File: src/hw/icache_params.svh
`ifndef ICACHE_PARAMS_SVH
`define ICACHE_PARAMS_SVH

// address and fetch word
`define ICACHE_ADDR_W 64
`define ICACHE_DATA_W 64

// two ways of 64 sets
`define ICACHE_WAYS 2
`define ICACHE_SETS 64

// index is addr[10:5], word select addr[4:3]
`define ICACHE_INDEX_W 6
`define ICACHE_OFFSET_W 5
`define ICACHE_WORDS 4

// tag is addr[63:11]
`define ICACHE_TAG_W 53

`endif

File: src/hw/icache_pkg.sv
`include "icache_params.svh"

package icache_pkg;

	typedef enum logic [1:0] {
		ST_IDLE     = 2'd0,
		ST_LOOKUP   = 2'd1,
		ST_REFILL   = 2'd2,
		ST_RELOOKUP = 2'd3
	} ctrl_state_e;

	typedef enum logic [1:0] {
		RF_IDLE    = 2'd0,
		RF_REQ     = 2'd1, // req high, beats arriving
		RF_RELEASE = 2'd2, // req low, waiting for ack to drop
		RF_DONE    = 2'd3
	} refill_state_e;

	typedef logic [`ICACHE_TAG_W-1:0] tag_t;
	typedef logic [`ICACHE_INDEX_W-1:0] index_t;
	typedef logic [$clog2(`ICACHE_WORDS)-1:0] word_sel_t;

endpackage

File: src/hw/icache_ctrl.sv
`timescale 1ns/1ps
`include "icache_params.svh"

module icache_ctrl (
	input  logic                         clk,
	input  logic                         rst_n,
	input  logic                         cpu_req_valid,
	input  logic [`ICACHE_ADDR_W-1:0]    cpu_req_addr,
	input  logic                         fence_i,
	input  logic                         hit,
	input  logic                         hit_way,
	input  logic                         victim_way,
	input  logic                         refill_done,
	input  logic [`ICACHE_DATA_W-1:0]    rd_data,
	output logic                         cpu_ready,
	output logic [`ICACHE_DATA_W-1:0]    cpu_data,
	output icache_pkg::index_t           req_index,
	output icache_pkg::tag_t             req_tag,
	output icache_pkg::word_sel_t        req_word,
	output logic                         fill_way,
	output logic                         tag_wr_en,
	output logic                         touch_en,
	output logic                         touch_way,
	output logic                         flush,
	output logic                         refill_start
);

	localparam int WORD_LSB = $clog2(`ICACHE_DATA_W / 8);
	localparam int INDEX_LSB = `ICACHE_OFFSET_W;
	localparam int TAG_LSB = `ICACHE_OFFSET_W + `ICACHE_INDEX_W;

	icache_pkg::ctrl_state_e state, next_state;
	logic accept;
	logic in_lookup;

	assign accept = (state == icache_pkg::ST_IDLE) && cpu_req_valid;
	assign in_lookup = (state == icache_pkg::ST_LOOKUP) || (state == icache_pkg::ST_RELOOKUP);

	always_comb begin
		next_state = state;
		case (state)
			icache_pkg::ST_IDLE: begin
				if (cpu_req_valid)
					next_state = icache_pkg::ST_LOOKUP;
			end
			icache_pkg::ST_LOOKUP, icache_pkg::ST_RELOOKUP: begin
				if (hit)
					next_state = icache_pkg::ST_IDLE;
				else
					next_state = icache_pkg::ST_REFILL;
			end
			icache_pkg::ST_REFILL: begin
				if (refill_done)
					next_state = icache_pkg::ST_RELOOKUP;
			end
			default: next_state = icache_pkg::ST_IDLE;
		endcase
	end

	always_ff @(posedge clk) begin
		if (!rst_n)
			state <= icache_pkg::ST_IDLE;
		else
			state <= next_state;
	end

	// request fields held until the response
	always_ff @(posedge clk) begin
		if (accept) begin
			req_index <= cpu_req_addr[TAG_LSB-1:INDEX_LSB];
			req_tag <= cpu_req_addr[`ICACHE_ADDR_W-1:TAG_LSB];
			req_word <= cpu_req_addr[INDEX_LSB-1:WORD_LSB];
		end
	end

	// victim fixed at miss time
	always_ff @(posedge clk) begin
		if (in_lookup && !hit)
			fill_way <= victim_way;
	end

	always_ff @(posedge clk) begin
		if (!rst_n)
			cpu_ready <= 1'b0;
		else
			cpu_ready <= in_lookup && hit;
	end

	always_ff @(posedge clk) begin
		if (in_lookup && hit)
			cpu_data <= rd_data;
	end

	assign refill_start = in_lookup && !hit;
	assign tag_wr_en = (state == icache_pkg::ST_REFILL) && refill_done;
	assign touch_en = in_lookup && hit;
	assign touch_way = hit_way;
	assign flush = (state == icache_pkg::ST_IDLE) && fence_i; // only legal when idle

endmodule

File: config.mk
export PLATFORM = sky130hd
export DESIGN_NAME = icache_ctrl
export DESIGN_NICKNAME = d
export VERILOG_FILES = /design/src/hw/icache_pkg.sv /design/src/hw/icache_ctrl.sv
export VERILOG_INCLUDE_DIRS = /design/src /design/src/hw
export SDC_FILE = /design/constraint.sdc
export NUM_CORES = 1
export LEC_CHECK = 0
export ABC_AREA = 1
export BUFFER_PORTS_ARGS = -buffer_cell sky130_fd_sc_hd__clkbuf_2
export CAP_MARGIN = 15
export CORE_AREA = 2 2 103 105
export CTS_CLUSTER_DIAMETER = 50
export DETAILED_ROUTE_END_ITERATION = 10
export DIE_AREA = 0 0 105 107
export MAX_ROUTING_LAYER = met4
export PLACE_DENSITY = 0.86
export SYNTH_ARGS = -nofsm -noshare
export SYNTH_HDL_FRONTEND = slang
export SYNTH_SLANG_ARGS = --single-unit
File: constraint.sdc
create_clock -name clk -period 6 [get_ports clk]
set_input_delay 1.2 -clock clk [delete_from_list [all_inputs] [get_ports clk]]
set_output_delay 1.2 -clock clk [all_outputs]
set_load 0.1 [all_outputs]
==> flow_summary.yaml <==
placement:
  numPortBuffers: 262
  gp_congestion: 0.7107
  detailedPlacementHpwl_mm: 7.149
critical_path:
  rr_endpoint: "cpu_data[45]"
  endpoint_kind: "output port"
  worstSetupPathType: "input pin to output port"
  cp.arrival_ps: 1950
  cp_max_fo: 2
  ff2ff_path_depth: 3
  crit_end: "touch_en"
  critPathRequiredTime_ps: 4800
  reg2reg_slack_ps: 4350
  critPathLaunch: "hit"
  cp-start-kind: "input pin"
  regToRegStartpoint: "state[0]"
sta:
  clock.fmax_mhz: 317.2
  fin_skew_ps: 3.921
  worstMarginPinSlew_ps: 793.8
  hold_viol: 0
  report.final.slew_viol_count: 0
  period_share: 0.5254
  rsz0062_at_grt: "false"
  final.setup.tns_ps: 0
  finalCriticalPeriod_ps: 3153
  slew_headroom: 0.4708
  holdWs_ps: 522.2
  setup-violations-final: 0
clock_network:
  cts_tree: "done"
  clk_path_buf_depth: 2
  h-tree-depth: 4
  clockRootBuffer: "clkbuf_8"
  clk_latency_ps: 500
  path_clk_slew_ps: 60
  numCtsBuffers: 17
  cts.sinks: 129
  ctsResizeCount: 0
  cts_hold_buf: 0
  cts_setup_buffers: 0
final_layout:
  fillers: 842
  n_antenna_cell: 0
  syn2layout_area_growth_pct: 52.42
  seqCellArea_sq_um: 3844
  multiInputGateArea_sq_um: 66.31
  drive_gt1_frac: 0.6659
  fin_nets: 569
drt:
  ant_nets: 0
  first_iter_violations: 65
  post_drt_via_cell_ratio: 4.289
  drc_errors: 0
  wl_per_cell_um: 16.15
  wirelength_mm: 9.397
  vias: 2496
  first_pass_iters: 4
synth:
  yosysUniqueCellTypes: 10
  netlist_instances: 151
  syn_area_sq_um: 3936
  synth_fa_ha_area_frac: 0
  syn_area_per_cell_sq_um: 26.07
  ys_warn_count: 0
  ys_ff_latch: 129
  synth_compound_area_frac: 0
  yosysSeqAreaShare: 0.9765
  synthXorXnorAreaFrac: 0
  yosys.area_share.simple: 0.01494
  synth_top_family_by_area: "simple AND/OR/NAND/NOR gates"
  synth_mux_area_frac: 0
  synth_nets: 287
floorplan:
  die_w_um: 105
  initial_core_util: 0.3900
  core_sq_um: 10090
  die_h_um: 107
  rows: 37
  dieArea_sq_um: 11240
  ios: 268
power_and_ir_drop:
  ir_worst_vdd_uv: 203.4
  p_leak_nw: 2.635
  power.density_nw_per_um2: 434.3
global_route:
  grt-ovfl-total: 0
  grt.total_usage: 0.1738
  grt_max_degree: 66
  grt_pass1_wl_mm: 13.52
  antenna_found_initial: 0
  first_global_vias: 2711
worst_hold_path:
  hp-class: "register to register"
run_status:
  status: "finished, final reports clean"
run:
  maxCapViolCount: 0
report_power, final:
part	switching [mW]	internal, mW
registers	0.0166	1.07
logic	0.476	0.0678
clock network	0.352	0.626
total	0.845	1.76
placed cells by master (no fill, tap or decap):
| cell type | netlist | final |
|---|---|---|
| buf_4 | 1 | 2 |
| bufinv_16 | 0 | 3 |
| clkbuf_1 | 0 | 3 |
| clkbuf_16 | 0 | 16 |
| clkbuf_2 | 0 | 262 |
| clkbuf_8 | 0 | 1 |
| clkinv_1 | 0 | 1 |
| clkinv_2 | 0 | 5 |
| clkinvlp_4 | 0 | 3 |
| dfxtp_1 | 3 | 3 |
| edfxtp_1 | 126 | 126 |
| inv_1 | 6 | 5 |
| inv_2 | 1 | 2 |
| nand2_1 | 4 | 4 |
| nand2_2 | 1 | 1 |
| nor2_1 | 7 | 6 |
| nor2_2 | 1 | 1 |
| nor2_4 | 0 | 1 |
| nor3_1 | 1 | 1 |
per-layer routing:
| layer | wire length [um] | GRT usage |
|---|---|---|
| met5 | 0 | - |
| met4 | 116 | 0.06571 |
| met3 | 995 | 0.08511 |
| met2 | 4782 | 0.2829 |
| met1 | 3502 | 0.1838 |
registers in the layout, indices dropped and copies added, names as in the netlist, named ones only:
name       count
cpu_data      64
cpu_ready      1
fill_way       1
req_index      6
req_tag       53
req_word       2
state          1
cells in the mapped netlist:
cell      instances  area (sq um)
nor3_1            1         5.000
buf_4             1         7.510
nand2_1           4         15.01
edfxtp_1        126          3784
dfxtp_1           3         60.06
nand2_2           1         6.260
inv_1             6         22.52
nor2_2            1         6.260
nor2_1            7         26.28
inv_2             1         3.750
stage by stage:
stage / cell area (sq um) / util / power, mW / setup WS [ps] / instances
floorplan: 3936 / - / 1.550 / 1542 / 151
global placement: 5433 / 0.5383 / 1.641 / 2835 / 550
detailed placement: 5433 / 0.5383 / 1.649 / 2826 / 550
CTS: 6000 / 0.5945 / 2.633 / 2822 / 582
global route: 6000 / 0.5945 / 2.695 / 2816 / 582
finish: 6000 / 0.5945 / 2.605 / 2847 / 582
layout make-up:
cell class | instances | area share
sequential | 129 | 0.6407
timing repair buffer | 264 | 0.2211
clock buffer | 20 | 0.07091
tap | 136 | 0.02836
clock inverter | 12 | 0.02357
multi-input combinational | 14 | 0.01105
inverter | 7 | 0.004380
how the worst min path moves through the flow:
stage / start / end / slack [ps] / cells after the start
after detailed placement: register / state[0] / 520 / 3
final: register / state[0] / 520 / 3
after global routing: register / state[0] / 550 / 3
after floorplan: state[0] / cpu_ready / 470 / 2
after global placement: register / state[0] / 500 / 3
after CTS: register / state[0] / 530 / 3
kinds of logic after synthesis:
group	after synthesis
buf+inv	8
flops	129
simple gates	14
worst max-delay path, cell delays in order:
cell,delay (ps)
clkbuf_2,90
nand2_1,90
inv_2,100
clkbuf_2,460
No activity file was read; power rests on OpenSTA's default activity.
