==> src/hw/icache_params.svh <==
`ifndef ICACHE_PARAMS_SVH
`define ICACHE_PARAMS_SVH

// address and fetch word
`define ICACHE_ADDR_W 64
`define ICACHE_DATA_W 64

// two ways of 64 sets
`define ICACHE_WAYS 2
`define ICACHE_SETS 64

// index is addr[10:5], word select addr[4:3]
`define ICACHE_INDEX_W 6
`define ICACHE_OFFSET_W 5
`define ICACHE_WORDS 4

// tag is addr[63:11]
`define ICACHE_TAG_W 53

`endif

==> src/hw/icache_pkg.sv <==
`include "icache_params.svh"

package icache_pkg;

	typedef enum logic [1:0] {
		ST_IDLE     = 2'd0,
		ST_LOOKUP   = 2'd1,
		ST_REFILL   = 2'd2,
		ST_RELOOKUP = 2'd3
	} ctrl_state_e;

	typedef enum logic [1:0] {
		RF_IDLE    = 2'd0,
		RF_REQ     = 2'd1, // req high, beats arriving
		RF_RELEASE = 2'd2, // req low, waiting for ack to drop
		RF_DONE    = 2'd3
	} refill_state_e;

	typedef logic [`ICACHE_TAG_W-1:0] tag_t;
	typedef logic [`ICACHE_INDEX_W-1:0] index_t;
	typedef logic [$clog2(`ICACHE_WORDS)-1:0] word_sel_t;

endpackage

==> src/hw/icache_refill.sv <==
`timescale 1ns/1ps
`include "icache_params.svh"

module icache_refill (
	input  logic                         clk,
	input  logic                         rst_n,
	input  logic                         refill_start,
	input  icache_pkg::index_t           line_index,
	input  icache_pkg::tag_t             line_tag,
	input  logic                         mem_ack,
	input  logic                         mem_rvalid,
	input  logic [`ICACHE_DATA_W-1:0]    mem_rdata,
	output logic                         refill_done,
	output logic                         mem_req,
	output logic [`ICACHE_ADDR_W-1:0]    mem_addr,
	output logic                         wr_en,
	output icache_pkg::word_sel_t        wr_word,
	output logic [`ICACHE_DATA_W-1:0]    wr_data
);

	icache_pkg::refill_state_e state;
	icache_pkg::word_sel_t beat_cnt;

	always_ff @(posedge clk) begin
		if (!rst_n) begin
			state <= icache_pkg::RF_IDLE;
			mem_req <= 1'b0;
			beat_cnt <= '0;
		end else begin
			case (state)
				icache_pkg::RF_IDLE: begin
					if (refill_start) begin
						mem_req <= 1'b1;
						beat_cnt <= '0;
						state <= icache_pkg::RF_REQ;
					end
				end
				icache_pkg::RF_REQ: begin
					if (mem_rvalid)
						beat_cnt <= beat_cnt + 1'b1;
					// ack comes with the last beat
					if (mem_ack) begin
						mem_req <= 1'b0;
						state <= icache_pkg::RF_RELEASE;
					end
				end
				icache_pkg::RF_RELEASE: begin
					if (!mem_ack)
						state <= icache_pkg::RF_DONE;
				end
				default: state <= icache_pkg::RF_IDLE;
			endcase
		end
	end

	// line address, held for the whole request
	always_ff @(posedge clk) begin
		if (state == icache_pkg::RF_IDLE && refill_start)
			mem_addr <= {line_tag, line_index, {`ICACHE_OFFSET_W{1'b0}}};
	end

	assign wr_en = (state == icache_pkg::RF_REQ) && mem_rvalid;
	assign wr_word = beat_cnt;
	assign wr_data = mem_rdata;
	assign refill_done = (state == icache_pkg::RF_DONE);

endmodule

==> config.mk <==
export PLATFORM = sky130hd
export DESIGN_NAME = icache_refill
export DESIGN_NICKNAME = d
export VERILOG_FILES = /design/src/hw/icache_pkg.sv /design/src/hw/icache_refill.sv
export VERILOG_INCLUDE_DIRS = /design/src /design/src/hw
export SDC_FILE = /design/constraint.sdc
export NUM_CORES = 1
export LEC_CHECK = 0
export BUFFER_PORTS_ARGS = -buffer_cell sky130_fd_sc_hd__buf_2
export CORE_AREA = 2 2 102 104
export CTS_CLUSTER_SIZE = 30
export DETAILED_ROUTE_END_ITERATION = 6
export DIE_AREA = 0 0 104 106
export MAX_ROUTING_LAYER = met4
export PLACE_DENSITY_LB_ADDON = 0.12
export SYNTH_ARGS = -nofsm -noshare
export SYNTH_HDL_FRONTEND = slang
export SYNTH_SLANG_ARGS = --single-unit
==> constraint.sdc <==
create_clock -name clk -period 2.6 [get_ports clk]
set_input_delay 0.52 -clock clk [delete_from_list [all_inputs] [get_ports clk]]
set_output_delay 0.52 -clock clk [all_outputs]
set_load 0.02 [all_outputs]
==> results of run 1 <==
-- per-layer routing --
layer	wire (um)	part of all wire (%)	global-route usage [%]
met5	0	0	-
met4	136	1.8	5.21
met3	1380	18	11.8
met2	3800	49	22.2
met1	2410	31	12.1
-- cells in the final DEF, fill, tap and decap left out, drive strengths merged, types with 2 or more instances in the layout --
master and n:
dfxtp 5, ha 6, edfxtp 59, mux2i 2
o21a 2, nand2b 3, clkinv 2, conb 5
nand2 5, a31oi 2, clkbuf 9, nor2 3
or3 2, nand3 3, and2 2, inv 6
buf 128
-- logic make-up (layout without fill, tap and decap cells) --
logic type | count (synthesis) | in the layout | synth area share, %
buf+inv | 72 | 147 | 19.7
flops | 64 | 64 | 69.8
simple gates | 20 | 20 | 4.11
compound gates | 9 | 9 | 2.61
fa+ha+maj | 6 | 6 | 2.80
mux | 2 | 2 | 0.747
other cells | 1 | 5 | 0.140
-- flip-flops by register name, indices dropped and copies added, names as in the netlist --
name      cells
wr_word       2
mem_req       1
state         2
mem_addr     59
-- through the flow --
step	util, %	std cells	cell area (um2)
after floorplan	-	178	2700
after global routing	32.1	389	3210
after global placement	30.0	373	3000
after detailed placement	30.0	373	3000
after CTS	32.1	389	3210
final	32.1	389	3210
-- area by class of cell --
| type | instances | area share, % |
|---|---|---|
| sequential | 64 | 58.4 |
| tap | 136 | 5.31 |
| inverter | 3 | 0.351 |
| clock buffer | 9 | 3.86 |
| clock inverter | 7 | 2.42 |
| multi-input combinational | 42 | 9.21 |
| timing repair buffer | 128 | 20.5 |
-- cell usage after synthesis, drive strengths merged --
library cell	count	area (um2)
buf	69	518
o21bai	1	7.51
nand2	5	18.8
nand3	3	15.0
edfxtp	59	1770
o211ai	1	7.51
o211a	1	10.0
and2b	1	7.51
nor2	3	11.3
dfxtp	5	100
o21a	2	15.0
conb	1	3.75
inv	3	11.3
mux2i	2	20.0
nand2b	3	18.8
a211oi	1	12.5
or3	2	12.5
a31oi	2	12.5
ha	6	75.1
o21ai	1	5.00
and2	2	12.5
nor2b	1	13.8
-- where the power goes --
group / switching, mW / internal [mW]
clock network: 0.428 / 0.453
logic: 0.623 / 0.301
registers: 0.0736 / 1.43
total: 1.12 / 2.18
-- path summary, 6_finish.rpt --
check               start      endpoint  slack (ns)  cells after the start
max              state[1]         wr_en        0.73                      4
min reg2reg    wr_word[1]    wr_word[1]        0.49                      2
min          line_tag[13]  mem_addr[24]        0.34                      1
max reg2reg      state[0]  mem_addr[14]        0.88                      4
==> metrics.csv, run 1 <==
metric,value,unit
max_cap_violations,0,
ys_ff_latch,64,
multi_input_area,295,um2
ys_seq_area_share,69.8,%
critPathKind,flop to primary output,
fmax,0.536,GHz
whs,0.340,ns
critPathTopFamily,flip-flops,
clock_skew,0.0108,ns
vias_per_cell,3.92,
initial_core_util,26.8,%
cts_setup_buffers,0,
dpl.hpwl,6330,um
cts_resized,0,
synthesis.area,2680,um2
die_w,104,um
area.sequential,1870,um2
grt_pass1_vias,1517,
yosysWarningCount,0,
drt_pass1_iterations,4,
cp-end-kind,primary output,
critical_path_arrival,1.35,ns
grt_pass1_wl,10400,um
worstPathCellList,"inv_1, ha_1, and2_1, buf_2",
dp_slack,0.868,ns
slowest_delay,0.38,ns
cts_made_buffers,9,
drcViolationCount,0,
port_buffers,127,
routed_wl,7720,um
finalCritPeriodShare,71.7,%
tns,0,ns
drive_above_1_share,58.1,%
die_area,11000,um2
cts_tree,built,
cp_max_fo,4,
leakage,1.37,nW
synth.distinct_cells,22,
num_vias,1526,
total_power,3.30,mW
core_area,10000,um2
grt_start_max_net_pins,49,
fill_cells,1052,
setup_violations,0,
slew_violations,0,
cts.htree.levels,3,
clkTransAtPathRegs,0.09,ns
crit_slowest_cell,dfxtp_1,
rows,37,
hold_viol,0,
clockBufferDepth,2,
required,2.08,ns
cts.sinks,64,
min_period,1.87,ns
insertion_delay,0.34,ns
antenna_found_initial,0,
hp-class,input pin to flop,
cts_root_buf,clkbuf_8,
finalNetCount,382,
globalRouteTotalUtil,14.0,%
grt_overflow,0,
avgSynthCellArea,15.4,um2
crit_path_start_kind,flop,
drt_iter0_drc,40,
rsz0062_at_grt,no,
netlist_instances,174,
vdd_drop_max,436,uV
antennaDiodeCount,0,
ant_nets,0,
outcome,finished clean,
crit_buf_inv,2,
ios,261,
cts-hold-fix-buffers,0,
pwr_density_cell,1030,nW/um2
die_h,106,um
setup_slack,0.735,ns
area_growth,19.6,%
gp_congestion,0.807,
wire_per_inst,19.8,um
Power figures use the tool's default switching activity.
==> run 2, diff against run 1 <==
clock period = 1.55 ns   (was 2.6 ns; I/O delays follow)
==> run 2 against run 1 <==
Compared with the run above:
- non-clock buffer count is 3 higher
- wire length is 6.6% higher
- design area up 0.82%
- clock skew shrank 0.0050 ns
- largest cell class unchanged
- clock power increased by 42%
- sequential share of layout area decreased by 0.32 points
- critical endpoint unchanged
- largest power group unchanged
- die area is the same
- first-iteration DRC count up 20%
- combinational power increased by 80%
==> metrics.csv, run 2 (same netlist as run 1, synthesis figures left out) <==
metric,value,unit
net-switching-power,1.86,mW
clockBufferDepth,2,
crit_slowest_cell,dfxtp_2,
cts_made_buffers,9,
largest_reg_flops,59,
slew_violations,0,
globalRouteTotalUtil,15.0,%
drive_above_1_share,59.8,%
grt_pass1_vias,1518,
setup_violations,0,
grt_overflow,0,
ant_nets,0,
rr_startpoint,state[0],
routed_wl,8230,um
critical_path_arrival,1.17,ns
clock_skew,0.00582,ns
cts-hold-fix-buffers,0,
leakage,1.38,nW
outcome,finished clean,
cts_tree,built,
regMostFlops,mem_addr,
crit_path_start_kind,flop,
critPathKind,flop to primary output,
grt_pass1_wl,11000,um
cp-startpoint,state[1],
combPwrFrac,30.6,%
power_frac_seq,46.3,%
vias_per_cell,3.91,
gp_congestion,0.836,
hp-class,input pin to flop,
final_cell_mix,"126 x buf_2, 59 x edfxtp_1, 9 x clkbuf_8",
final_common_cell,buf_2,
cp-end-kind,primary output,
antenna_found_initial,0,
die_w,104,um
rsz0062_at_grt,no,
initial_core_util,26.8,%
core_area,10000,um2
r2r_slack,0.11,ns
drt_pass1_iterations,3,
die_h,106,um
fmax,0.675,GHz
finalNetCount,385,
cts.htree.levels,3,
slowest_delay,0.34,ns
port_buffers,127,
clockPowerShare,23.1,%
tns,0,ns
clkTransAtPathRegs,0.08,ns
dp_slack,0.0407,ns
cp_max_fo,4,
drt_iter0_drc,48,
dpl.hpwl,6840,um
antennaDiodeCount,0,
insertion_delay,0.33,ns
rows,37,
min_period,1.48,ns
drcViolationCount,0,
vdd_drop_max,531,uV
cts_root_buf,clkbuf_8,
pwr_density_cell,1680,nW/um2
area_growth,20.6,%
cp-endpoint,wr_en,
die_area,11000,um2
reg2reg_depth,5,
num_vias,1534,
cts.sinks,64,
setup_slack,0.0685,ns
p_int,3.57,mW
max_cap_violations,0,
wire_per_inst,21.0,um
timing.rr.end,state[1],
ios,261,
hold_viol,0,
worstPathCellList,"inv_2, ha_4, and2_1, buf_4",
required,1.24,ns
switching_share,34.3,%
grt_start_max_net_pins,31,
finalCritPeriodShare,95.6,%
==> run 2: cell types whose count changed in the layout (fill, tap and decap cells not counted), sizes merged <==
cell / before / now
inv: 6 / 4
bufinv: 1 / 0
buf: 128 / 131
clkinv: 2 / 5
==> run 2: stage by stage <==
stage                     instances  util, %  instance area [um2]  hold slack, ns  power (mW)
after floorplan                 178        -                 2700           0.409        3.77
after global placement          375     30.3                 3030           0.487        4.20
after detailed placement        375     30.3                 3030           0.488        4.20
after CTS                       392     32.2                 3220           0.113        5.53
after global routing            392     32.3                 3230           0.111        5.76
final                           392     32.3                 3230           0.142        5.43
==> run 2: worst min path at each step <==
stage                              from  slack [ns]  cells after the start      endpoint
after detailed placement   line_tag[30]        0.49                      1  mem_addr[41]
final                      line_tag[42]        0.14                      1  mem_addr[53]
after global placement     line_tag[17]        0.49                      1  mem_addr[28]
after CTS                  line_tag[48]        0.11                      1  mem_addr[59]
after global routing       line_tag[48]        0.11                      1  mem_addr[59]
after floorplan           line_index[5]        0.41                      0  mem_addr[10]
==> run 2: routing by layer <==
| metal | track usage, % | vias up | part of all wire [%] |
|---|---|---|---|
| li1 | - | 685 | - |
| met1 | 13.2 | 697 | 31 |
| met2 | 24.0 | 137 | 51 |
| met3 | 11.6 | 15 | 17 |
| met4 | 6.18 | 0 | 1.6 |
| met5 | - | - | 0 |
==> run 2: critical path, delay by kind of cell (launching register included) <==
kind	cells	cell delay, ns
buffers and inverters	2	0.21
adder cells (fa/ha/maj)	1	0.16
flip-flops	1	0.34
AND/OR/NAND/NOR	1	0.13
==> run 2: power by group through the flow <==
stage	clock network [mW]	logic (mW)	registers [mW]
floorplan	0	0.752	3.01
finish	1.25	1.66	2.52
global placement	0	1.66	2.55
CTS	1.33	1.68	2.51
detailed placement	0	1.65	2.55
global route	1.41	1.79	2.56
==> run 2: final cells by class <==
type                    count  area, um2
flip-flops and latches     64       1880
clock buffers               9        124
well taps                 136        170
multi-input cells          42        309
repair buffers            131        693
inverters                   3       11.3
fillers                  1038       6770
clock inverters             7       47.5
==> run 2: repair_timing <==
item	in CTS	in global routing
gates resized for setup	5	2
setup buffers	1	0
endpoints found under the setup margin	1	1
